## config.mk

```make
export PLATFORM = sky130hd
export DESIGN_NAME = gpuFrontEnd
export DESIGN_NICKNAME = d
export VERILOG_FILES = /design/src/isaPkg.sv /design/src/pipePkg.sv /design/src/decodeStage.sv /design/src/gpuFrontEnd.sv /design/src/instrBuffer.sv /design/src/instrDecoder.sv /design/src/warpPcTable.sv
export VERILOG_INCLUDE_DIRS = /design/src
export SDC_FILE = /design/constraint.sdc
export NUM_CORES = 1
export LEC_CHECK = 0
export ABC_CLOCK_PERIOD_IN_PS = 7620
export BUFFER_PORTS_ARGS = -buffer_cell sky130_fd_sc_hd__buf_2
export CAP_MARGIN = 20
export CELL_PAD_IN_SITES_DETAIL_PLACEMENT = 1
export CELL_PAD_IN_SITES_GLOBAL_PLACEMENT = 1
export CORE_MARGIN = 3
export CORE_UTILIZATION = 23
export DETAILED_ROUTE_END_ITERATION = 10
export GPL_TIMING_DRIVEN = 0
export PLACE_DENSITY_LB_ADDON = 0.1
export SYNTH_ARGS = -nofsm -noshare
export SYNTH_HDL_FRONTEND = slang
export SYNTH_SLANG_ARGS = --single-unit
```

## constraint.sdc

```tcl
create_clock -name clk -period 7.62 [get_ports clk]
set_clock_uncertainty 0.2 [all_clocks]
set_input_delay 1.905 -clock clk [delete_from_list [all_inputs] [get_ports clk]]
set_output_delay 1.905 -clock clk [all_outputs]
set_load 0.05 [all_outputs]
```

## src/gpu_defines.svh

```systemverilog
`ifndef GPU_DEFINES_SVH
`define GPU_DEFINES_SVH

`define NUM_WARPS 8 // Warps per core
`define WARP_IDX_W 3
`define RESET_PC 32'h0000_0000

`define XLEN 32 // PC and instruction word
`define REG_W 5 // Register index
`define IMM_W 16

`endif

```

## src/isaPkg.sv

```systemverilog
package isaPkg;

	// The .S twin of each opcode differs only in bit 4
	typedef enum logic [5:0] {
		opInt = 6'b000000, opIntS = 6'b010000,
		opNoop = 6'b000001, opNoopS = 6'b010001,
		opJ = 6'b000010, opJS = 6'b010010,
		opCall = 6'b000011, opCallS = 6'b010011,
		opBeq = 6'b000100, opBeqS = 6'b010100,
		opRet = 6'b000110, opRetS = 6'b010110,
		opBlt = 6'b000111, opBltS = 6'b010111,
		opAddi = 6'b001000, opAddiS = 6'b011000,
		opAndi = 6'b001100, opAndiS = 6'b011100,
		opOri = 6'b001101, opOriS = 6'b011101,
		opXori = 6'b001110, opXoriS = 6'b011110,
		opExit = 6'b100001, opExitS = 6'b110001,
		opLd = 6'b100011, opLdS = 6'b110011,
		opLds = 6'b100111, opLdsS = 6'b110111,
		opSw = 6'b101011, opSwS = 6'b111011,
		opSws = 6'b101111, opSwsS = 6'b111111
	} opcodeE;

	typedef enum logic [5:0] {
		fnAdd = 6'b100000,
		fnSub = 6'b100010,
		fnMul = 6'b011000,
		fnAnd = 6'b100100,
		fnOr = 6'b100101,
		fnXor = 6'b100110,
		fnShr = 6'b000010,
		fnShl = 6'b000000
	} functE;

	typedef enum logic [3:0] {
		aluAdd = 4'h0,
		aluSub = 4'h1,
		aluMul = 4'h2,
		aluAnd = 4'h3,
		aluOr = 4'h4,
		aluXor = 4'h5,
		aluShr = 4'h6,
		aluShl = 4'h7,
		aluNone = 4'hf // Not an ALU operation
	} aluOpE;

	typedef struct packed {
		logic [5:0] opcode;
		logic [4:0] rs;
		logic [4:0] rt;
		logic [4:0] rd;
		logic [4:0] shamt;
		logic [5:0] funct;
	} rViewS;

	typedef struct packed {
		logic [5:0] opcode;
		logic [4:0] rs;
		logic [4:0] rt;
		logic [15:0] imm16;
	} iViewS;

	typedef struct packed {
		logic [5:0] opcode;
		logic [25:0] target26;
	} jViewS;

	typedef union packed {
		rViewS r;
		iViewS i;
		jViewS j;
	} instrWordU;

endpackage

```

## src/pipePkg.sv

```systemverilog
`include "gpu_defines.svh"

package pipePkg;

	typedef struct packed {
		isaPkg::instrWordU instr;
		logic [`XLEN-1:0] pcPlus4;
		logic [`NUM_WARPS-1:0] warpMask; // One-hot, zero for an empty slot
	} fetchSlotS;

	typedef struct packed {
		isaPkg::instrWordU instr;
		logic [`REG_W-1:0] src1;
		logic [`REG_W-1:0] src2;
		logic [`REG_W-1:0] dst;
		logic [`IMM_W-1:0] imm16;
		isaPkg::aluOpE aluOp;
		logic src1Valid;
		logic src2Valid;
		logic immValid;
		logic regWrite;
		logic memRead;
		logic memWrite;
		logic sharedMem; // Shared memory, else global
		logic noop;
		logic exitWarp;
		logic beq;
		logic blt;
	} ibEntryS;

	typedef struct packed {
		logic dotS;
		logic call;
		logic ret;
		logic jmp;
		logic beq;
		logic blt;
		logic [`XLEN-1:0] retAddr;
		logic [`NUM_WARPS-1:0] warpMask;
	} simtCtrlS;

	typedef struct packed {
		logic [`NUM_WARPS-1:0] warpMask; // Warps that take the target
		logic [`XLEN-1:0] target;
	} pcRedirectS;

endpackage

```

## src/decodeStage.sv

```systemverilog
`timescale 1ns/1ns
`include "gpu_defines.svh"

module decodeStage (
	input logic clk,
	input logic rstN,
	input pipePkg::fetchSlotS fetchSlot0,
	input pipePkg::fetchSlotS fetchSlot1,
	output pipePkg::ibEntryS ibWrite0,
	output pipePkg::ibEntryS ibWrite1,
	output logic [`NUM_WARPS-1:0] ibMask0,
	output logic [`NUM_WARPS-1:0] ibMask1,
	output pipePkg::simtCtrlS simtCtrl0,
	output pipePkg::simtCtrlS simtCtrl1,
	output pipePkg::pcRedirectS redirect0,
	output pipePkg::pcRedirectS redirect1
);

	pipePkg::fetchSlotS slot [2];
	pipePkg::ibEntryS entryQ [2];
	pipePkg::simtCtrlS simtQ [2];
	pipePkg::pcRedirectS redirOut [2];
	logic [`NUM_WARPS-1:0] redirMaskQ [2];
	logic [`XLEN-1:0] targetQ [2];

	assign slot[0] = fetchSlot0;
	assign slot[1] = fetchSlot1;

	for (genvar s = 0; s < 2; s++) begin : gSlot
		pipePkg::ibEntryS entryD;
		logic dotS;
		logic call;
		logic ret;
		logic jmp;
		logic [`XLEN-1:0] retAddr;
		logic [`XLEN-1:0] target;

		instrDecoder uDecoder (
			.instr(slot[s].instr),
			.pcPlus4(slot[s].pcPlus4),
			.entry(entryD),
			.dotS(dotS),
			.call(call),
			.ret(ret),
			.jmp(jmp),
			.retAddr(retAddr),
			.target(target)
		);

		always_ff @(posedge clk or negedge rstN) begin
			if (!rstN) begin
				simtQ[s] <= '0;
				redirMaskQ[s] <= '0;
			end else begin
				simtQ[s] <= '{dotS: dotS, call: call, ret: ret, jmp: jmp, beq: entryD.beq,
					blt: entryD.blt, retAddr: retAddr, warpMask: slot[s].warpMask};
				redirMaskQ[s] <= (call || jmp) ? slot[s].warpMask : '0;
			end
		end

		always_ff @(posedge clk) begin
			entryQ[s] <= entryD;
			targetQ[s] <= target;
		end

		assign redirOut[s] = '{warpMask: redirMaskQ[s], target: targetQ[s]};

		assert property (@(posedge clk) disable iff (!rstN) $onehot0(slot[s].warpMask))
			else $error("Fetch slot %0d mask is not one-hot", s);
	end

	assign ibWrite0 = entryQ[0];
	assign ibWrite1 = entryQ[1];
	assign ibMask0 = simtQ[0].warpMask;
	assign ibMask1 = simtQ[1].warpMask;
	assign simtCtrl0 = simtQ[0];
	assign simtCtrl1 = simtQ[1];
	assign redirect0 = redirOut[0];
	assign redirect1 = redirOut[1];

	// Both slots must never carry the same warp
	assert property (@(posedge clk) disable iff (!rstN)
		(fetchSlot0.warpMask & fetchSlot1.warpMask) == '0)
		else $error("Fetch slots overlap");

endmodule

```

## src/gpuFrontEnd.sv

```systemverilog
`timescale 1ns/1ns
`include "gpu_defines.svh"

module gpuFrontEnd (
	input logic clk,
	input logic rstN,
	input pipePkg::fetchSlotS fetchSlot0,
	input pipePkg::fetchSlotS fetchSlot1,
	input logic ibRead,
	input logic [`WARP_IDX_W-1:0] ibReadWarp,
	output logic [`XLEN-1:0] warpPc [`NUM_WARPS],
	output pipePkg::simtCtrlS simtCtrl0,
	output pipePkg::simtCtrlS simtCtrl1,
	output pipePkg::ibEntryS ibOut,
	output logic [`NUM_WARPS-1:0] ibValid
);

	pipePkg::ibEntryS ibWrite0;
	pipePkg::ibEntryS ibWrite1;
	logic [`NUM_WARPS-1:0] ibMask0;
	logic [`NUM_WARPS-1:0] ibMask1;
	pipePkg::pcRedirectS redirect0;
	pipePkg::pcRedirectS redirect1;

	decodeStage uDecode (
		.clk(clk),
		.rstN(rstN),
		.fetchSlot0(fetchSlot0),
		.fetchSlot1(fetchSlot1),
		.ibWrite0(ibWrite0),
		.ibWrite1(ibWrite1),
		.ibMask0(ibMask0),
		.ibMask1(ibMask1),
		.simtCtrl0(simtCtrl0),
		.simtCtrl1(simtCtrl1),
		.redirect0(redirect0),
		.redirect1(redirect1)
	);

	warpPcTable uPcTable (
		.clk(clk),
		.rstN(rstN),
		.redirect0(redirect0),
		.redirect1(redirect1),
		.warpPc(warpPc)
	);

	instrBuffer uIbuf (
		.clk(clk),
		.rstN(rstN),
		.ibWrite0(ibWrite0),
		.ibWrite1(ibWrite1),
		.ibMask0(ibMask0),
		.ibMask1(ibMask1),
		.ibRead(ibRead),
		.ibReadWarp(ibReadWarp),
		.ibOut(ibOut),
		.ibValid(ibValid)
	);

endmodule

```

## src/instrBuffer.sv

```systemverilog
`timescale 1ns/1ns
`include "gpu_defines.svh"

module instrBuffer (
	input logic clk,
	input logic rstN,
	input pipePkg::ibEntryS ibWrite0,
	input pipePkg::ibEntryS ibWrite1,
	input logic [`NUM_WARPS-1:0] ibMask0,
	input logic [`NUM_WARPS-1:0] ibMask1,
	input logic ibRead,
	input logic [`WARP_IDX_W-1:0] ibReadWarp,
	output pipePkg::ibEntryS ibOut,
	output logic [`NUM_WARPS-1:0] ibValid
);

	pipePkg::ibEntryS entryQ [`NUM_WARPS];
	logic [`NUM_WARPS-1:0] validQ;
	logic [`NUM_WARPS-1:0] writeSet;
	logic [`NUM_WARPS-1:0] readClr;

	assign writeSet = ibMask0 | ibMask1;

	always_comb begin
		readClr = '0;
		if (ibRead) begin
			readClr[ibReadWarp] = 1'b1;
		end
	end

	always_ff @(posedge clk or negedge rstN) begin
		if (!rstN) begin
			validQ <= '0;
		end else begin
			validQ <= (validQ & ~readClr) | writeSet; // Write beats read-clear
		end
	end

	for (genvar w = 0; w < `NUM_WARPS; w++) begin : gEntry
		always_ff @(posedge clk) begin
			if (ibMask0[w]) begin
				entryQ[w] <= ibWrite0;
			end else if (ibMask1[w]) begin
				entryQ[w] <= ibWrite1;
			end
		end
	end

	assign ibOut = entryQ[ibReadWarp];
	assign ibValid = validQ;

	// No back-pressure, so a full entry that is not drained gets lost
	assert property (@(posedge clk) disable iff (!rstN)
		(writeSet & validQ & ~readClr) == '0)
		else $error("Instruction buffer entry overwritten");

	assert property (@(posedge clk) disable iff (!rstN) ibRead |-> validQ[ibReadWarp])
		else $error("Read of empty instruction buffer entry");

endmodule

```

## src/instrDecoder.sv

```systemverilog
`timescale 1ns/1ns
`include "gpu_defines.svh"

module instrDecoder (
	input isaPkg::instrWordU instr,
	input logic [`XLEN-1:0] pcPlus4,
	output pipePkg::ibEntryS entry,
	output logic dotS,
	output logic call,
	output logic ret,
	output logic jmp,
	output logic [`XLEN-1:0] retAddr,
	output logic [`XLEN-1:0] target
);

	logic [5:0] baseOp;
	logic isInt;
	logic isNoop;
	logic isBeq;
	logic isBlt;
	logic isAddi;
	logic isAndi;
	logic isOri;
	logic isXori;
	logic isExit;
	logic isLd;
	logic isLds;
	logic isSw;
	logic isSws;
	logic immValid;
	logic memRead;
	logic memWrite;
	isaPkg::aluOpE aluOp;

	assign baseOp = instr.r.opcode & 6'b101111; // Drop the .S bit

	assign isInt = (baseOp == isaPkg::opInt);
	assign isNoop = (baseOp == isaPkg::opNoop);
	assign isBeq = (baseOp == isaPkg::opBeq);
	assign isBlt = (baseOp == isaPkg::opBlt);
	assign isAddi = (baseOp == isaPkg::opAddi);
	assign isAndi = (baseOp == isaPkg::opAndi);
	assign isOri = (baseOp == isaPkg::opOri);
	assign isXori = (baseOp == isaPkg::opXori);
	assign isExit = (baseOp == isaPkg::opExit);
	assign isLd = (baseOp == isaPkg::opLd);
	assign isLds = (baseOp == isaPkg::opLds);
	assign isSw = (baseOp == isaPkg::opSw);
	assign isSws = (baseOp == isaPkg::opSws);

	assign immValid = isAddi || isAndi || isOri || isXori;
	assign memRead = isLd || isLds;
	assign memWrite = isSw || isSws;

	// SIMT stack and PC redirect
	assign dotS = instr.r.opcode[4];
	assign call = (baseOp == isaPkg::opCall);
	assign ret = (baseOp == isaPkg::opRet);
	assign jmp = (baseOp == isaPkg::opJ);
	assign retAddr = pcPlus4 + 32'd4;
	assign target = {4'b0000, instr.j.target26, 2'b00};

	always_comb begin
		aluOp = isaPkg::aluNone;
		if (immValid) begin
			case (baseOp)
				isaPkg::opAddi: aluOp = isaPkg::aluAdd;
				isaPkg::opAndi: aluOp = isaPkg::aluAnd;
				isaPkg::opOri: aluOp = isaPkg::aluOr;
				isaPkg::opXori: aluOp = isaPkg::aluXor;
				default: aluOp = isaPkg::aluNone;
			endcase
		end else if (isInt) begin
			case (instr.r.funct)
				isaPkg::fnAdd: aluOp = isaPkg::aluAdd;
				isaPkg::fnSub: aluOp = isaPkg::aluSub;
				isaPkg::fnMul: aluOp = isaPkg::aluMul;
				isaPkg::fnAnd: aluOp = isaPkg::aluAnd;
				isaPkg::fnOr: aluOp = isaPkg::aluOr;
				isaPkg::fnXor: aluOp = isaPkg::aluXor;
				isaPkg::fnShr: aluOp = isaPkg::aluShr;
				isaPkg::fnShl: aluOp = isaPkg::aluShl;
				default: aluOp = isaPkg::aluNone; // Unknown funct
			endcase
		end
	end

	always_comb begin
		entry.instr = instr;
		entry.src1 = instr.r.rs;
		entry.src2 = instr.r.rt;
		entry.dst = (memRead || immValid) ? instr.i.rt : instr.r.rd; // Loads and I-type write rt
		entry.imm16 = instr.i.imm16;
		entry.aluOp = aluOp;
		entry.src1Valid = isInt || immValid || memRead || memWrite || isBeq || isBlt;
		entry.src2Valid = isInt || memWrite || isBeq || isBlt;
		entry.immValid = immValid;
		entry.regWrite = isInt || immValid || memRead;
		entry.memRead = memRead;
		entry.memWrite = memWrite;
		entry.sharedMem = isLds || isSws;
		entry.noop = isNoop;
		entry.exitWarp = isExit;
		entry.beq = isBeq;
		entry.blt = isBlt;
	end

endmodule

```

## src/warpPcTable.sv

```systemverilog
`timescale 1ns/1ns
`include "gpu_defines.svh"

module warpPcTable (
	input logic clk,
	input logic rstN,
	input pipePkg::pcRedirectS redirect0,
	input pipePkg::pcRedirectS redirect1,
	output logic [`XLEN-1:0] warpPc [`NUM_WARPS]
);

	for (genvar w = 0; w < `NUM_WARPS; w++) begin : gWarp
		always_ff @(posedge clk or negedge rstN) begin
			if (!rstN) begin
				warpPc[w] <= `RESET_PC;
			end else if (redirect0.warpMask[w]) begin
				warpPc[w] <= redirect0.target; // Slot 0 jump or call
			end else if (redirect1.warpMask[w]) begin
				warpPc[w] <= redirect1.target;
			end
		end
	end

	// One warp is never redirected by both slots at once
	assert property (@(posedge clk) disable iff (!rstN)
		(redirect0.warpMask & redirect1.warpMask) == '0)
		else $error("Redirect masks overlap");

endmodule
```

==> metrics list <==
- Outcome: finished clean
- Synthesis-stage register bit count: 844
- Clock buffer depth: 3
- Filler Cell Count: 17694
- Critical path capture point type: primary output
* IR Drop Worst-Case VDD: slightly below 0.2 mV
- Number of slew-limit violations in the final report: 0
- Synthesized cell area: 0.03799 mm^2
- The tool flagged a number of max-cap violations equal to 0.
- Hold Vio Cnt, Final: 0
* IO Count: between 500 and 600
* Width of the die: ~410 um
- Unrepaired setup endpoints after global routing: no
- Of all flip-flops after synthesis, the portion carrying an async set or reset was 0.3839.
- Number of DRC markers in iteration 0: about 1500
* Met3 routed WL: approximately 7.8 mm
- Detailed-routing iteration count for the pre-antenna-repair pass: 5
- Clock tree synthesis found a total of roughly 840 sinks.
- Clock-pin slew of the registers on the worst-case setup and hold paths: 60 ps
* Post-CTS setup buffer count: 0
- Total overflow reported by the global router: 0
- Number of warning messages in the yosys log: 0
- The internal portion of the total power is 9183 uW.
- Starting density of the core: 0.2323
* Wire length of the first global-routing pass: about 220 mm
* Number of cells upsized or downsized after cts: 0
- Prior to clock tree synthesis, the placed netlist has a worst setup slack of ~890 ps.
* Vias in the first global route: roughly 27000
- Remaining design rule violation count: 0
- Setup violations remaining at the end of the flow were counted as 0.
- Of the total power, combinational logic draws 0.231.
- Total number of nets in the final design: 3541
- For this run, the total global-route usage over all layers was measured as 0.1829.
* Routed length on met1: 70.90 mm
- Reported leakage power: about 0.018 uW
- Relative area change from synthesis to final layout: 24.85%
- Slew at the pin closest to its max-slew limit: 1127 ps
* Switching Share: 0.3459
- The initial antenna violation count came to 31.
- Die H: between 400 and 500 um
- Area of the multi-input gates: 0.01403 mm^2
- After synthesis, the netlist uses 48 different library cells.
* Fraction of power consumed by the clock network: 0.361
- The tree is rooted in a clkbuf_16.
- Number of flops mapped to enable cells by yosys: 416
- The worst setup path is launched from an input port.
- In the detailed route, the total length drawn on met2 is 74.12 mm.
- Number of buffers added to fix hold violations after cts: 0
* Class of the most critical setup path: input port to primary output
- The die covers 0.1701 mm^2.
* Data required time at the worst endpoint: approximately 5500 ps
* Final Cycle Share: 0.8759
- Mapped Cells: 2686
* WL final: 157.2 mm
- Weighted congestion at the end of routability-driven global placement: 0.7638
* Core area: 0.1635 mm^2
- The analysis attributes to net switching a power of 4855 uW.
- Routed vias: 25106
- In the synthesized netlist the dominant register cell turns out to be edfxtp_1.
- TritonCTS built the clock tree.
- The clock tree synthesis step divided the H-tree into 3 levels.
- In the post-route analysis, the smallest setup slack over all paths is 945.6 ps.
- A synthesized cell averages approximately 14 um^2.
- Data on the critical path arrives at its endpoint at between 4000 and 5000 ps.
* Minimum clock period after layout: 6674 ps
* Layout cells sized above 1: 0.4094
- In this run the worst hold path is classified as flop to flop.
* Latest clock arrival within the worst-skew pair: around 700 ps
- The wire-length estimate of the detail-placed layout is 112.2 mm.
- Antenna Violating Nets Remaining: 0
* Maximum clock frequency: 149.8 MHz
- Number of rows in the core area: between 100 and 150
- The sequential cells in the finished layout cover a total of 0.02268 mm^2.
- Port buffering added about 530 buffers.
- Via-to-Cell Ratio: 4.426
- In this run the tightest slew margin relative to its limit is 0.2486.
* Largest net degree at the start of global routing: slightly above 100
* Share of the yosys chip area belonging to registers: 0.5970
* Total power after layout: 14040 uW
- After detailed routing, no signal wire sits above met5.
* WL/cell: 27.72 um
- Dividing total power by cell area gives a power density of 296.0 mW/mm^2.
* Maximum fanout encountered on the critical timing path: 10
- Clock buffer count from CTS: 107
- Part of the total power dissipated in sequential elements: 0.409
## cells in the final DEF (no fill, tap or decap), types with 11 or more instances in the layout
cell type	count
buf_2	571
mux2_2	478
edfxtp_1	416
dfrtp_1	324
nand2_1	232
o21ai_0	218
clkbuf_1	215
mux2i_1	208
clkbuf_16	108
mux4_2	104
dfxtp_1	104
buf_4	74
conb_1	48
xnor2_1	43
nor2_1	34
nand3_1	33
nand4_1	22
and2_1	21
clkbuf_8	21
nor2b_1	17
diode_2	14
inv_1	13
xor2_1	13
clkinv_2	12
nor3_1	11
buf_16	11
## metrics by stage
step                      utilization  instances  cell area, um^2  hold WS (ps)  setup TNS [ps]
after floorplan                     -       2733            38170         369.2               0
after global placement         0.2664       5441            43560         263.5        -1140020
after detailed placement       0.2686       5454            43930         274.3               0
after CTS                      0.2898       5657            47380         290.4               0
after global routing           0.2899       5663            47410         300.6               0
final                          0.2901       5672            47430         281.2               0
## layout make-up
| type | instances | area share |
|---|---|---|
| repair buffers | 547 | 0.06371 |
| inverters | 13 | 0.001029 |
| clock inverters | 30 | 0.006278 |
| multi-input cells | 1586 | 0.2958 |
| plain buffers | 290 | 0.03031 |
| diodes | 14 | 0.0007386 |
| well taps | 2175 | 0.05738 |
| clock buffers | 173 | 0.06656 |
| flip-flops and latches | 844 | 0.4782 |
## cell families (layout without fill, tap and decap cells)
group / count (synthesis) / count (layout) / share of synthesized area
mux: 790 / 790 / 0.2581
fa+ha+maj: 2 / 2 / 0.0006586
simple gates: 438 / 438 / 0.05681
flops: 844 / 844 / 0.5970
other cells: 1 / 62 / 0.00009871
compound gates: 252 / 252 / 0.03524
buf+inv: 303 / 1053 / 0.03913
xor+xnor: 56 / 56 / 0.01291
## critical path: stages
cell      delay [ps]
buf_2            120
clkbuf_1         710
clkbuf_1         890
mux2_2           540
buf_4            170
buf_2            200
## layer usage
layer  GRT usage  vias to the layer above
li1            -                    11209
met1      0.2462                    13063
met2      0.2960                      630
met3     0.03786                      192
met4     0.05276                       12
met5           0                        -
## flip-flops by register name, summed over array words and instances, names as in the netlist
register / cells
uDecode.redirect0: 8
uIbuf.entryQ: 416
uDecode.simtCtrl1: 38
uDecode.ibMask1: 8
uDecode.entryQ: 104
uDecode.ibMask0: 8
uDecode.redirect1: 8
uDecode.simtCtrl0: 38
uPcTable.warpPc: 208
uIbuf.ibValid: 8
## final timing paths
kind | start | end | slack [ps] | cells past startpoint
worst max-delay path | ibReadWarp[2] | ibOut[58] | 950 | 6
worst min-delay path | uIbuf.ibValid[7]$_DFF_PN0_ | uIbuf.ibValid[7]$_DFF_PN0_ | 280 | 1
worst max register to register | uDecode.ibMask1[0]$_DFF_PN0_ | uIbuf.entryQ[0][75]$_DFFE_PP_ | 4540 | 4
worst min register to register | uIbuf.ibValid[7]$_DFF_PN0_ | uIbuf.ibValid[7]$_DFF_PN0_ | 280 | 1
max in group asynchronous | rstN | uPcTable.warpPc[90]$_DFFE_PN0P_ | 4370 | 4
min in group asynchronous | rstN | uDecode.simtCtrl1[24]$_DFF_PN0_ | 890 | 1
## cell usage after synthesis, drive strengths merged (4+ instances only)
master / count / area, um^2
mux2: 478 / 5383
edfxtp: 416 / 12490
dfrtp: 324 / 8108
nand2: 232 / 870.8
o21ai: 218 / 1091
mux2i: 208 / 2082
clkbuf: 171 / 641.9
buf: 119 / 795.8
dfxtp: 104 / 2082
mux4: 104 / 2342
xnor2: 43 / 376.6
nor2: 34 / 127.6
nand3: 33 / 165.2
nand4: 25 / 183.9
and2: 21 / 131.4
nor2b: 17 / 106.4
inv: 13 / 48.80
nor3: 13 / 65.06
xor2: 13 / 113.9
or2: 12 / 75.07
nor4: 10 / 120.1
and4: 9 / 80.08
a21o: 8 / 60.06
and3: 8 / 50.05
nand2b: 8 / 50.05
or3: 8 / 55.05
a21oi: 6 / 30.03
o21a: 6 / 45.04
a31oi: 4 / 25.02
nand4bb: 4 / 45.04
## power by group through the flow
stage | logic (uW) | clock network, uW | registers (uW)
detailed placement | 3300 | 0 | 5830
global route | 3410 | 5410 | 5800
floorplan | 1180 | 0 | 6750
CTS | 3300 | 5250 | 5750
finish | 3240 | 5060 | 5740
global placement | 3260 | 0 | 5840
(Power assumes the default switching activity.)
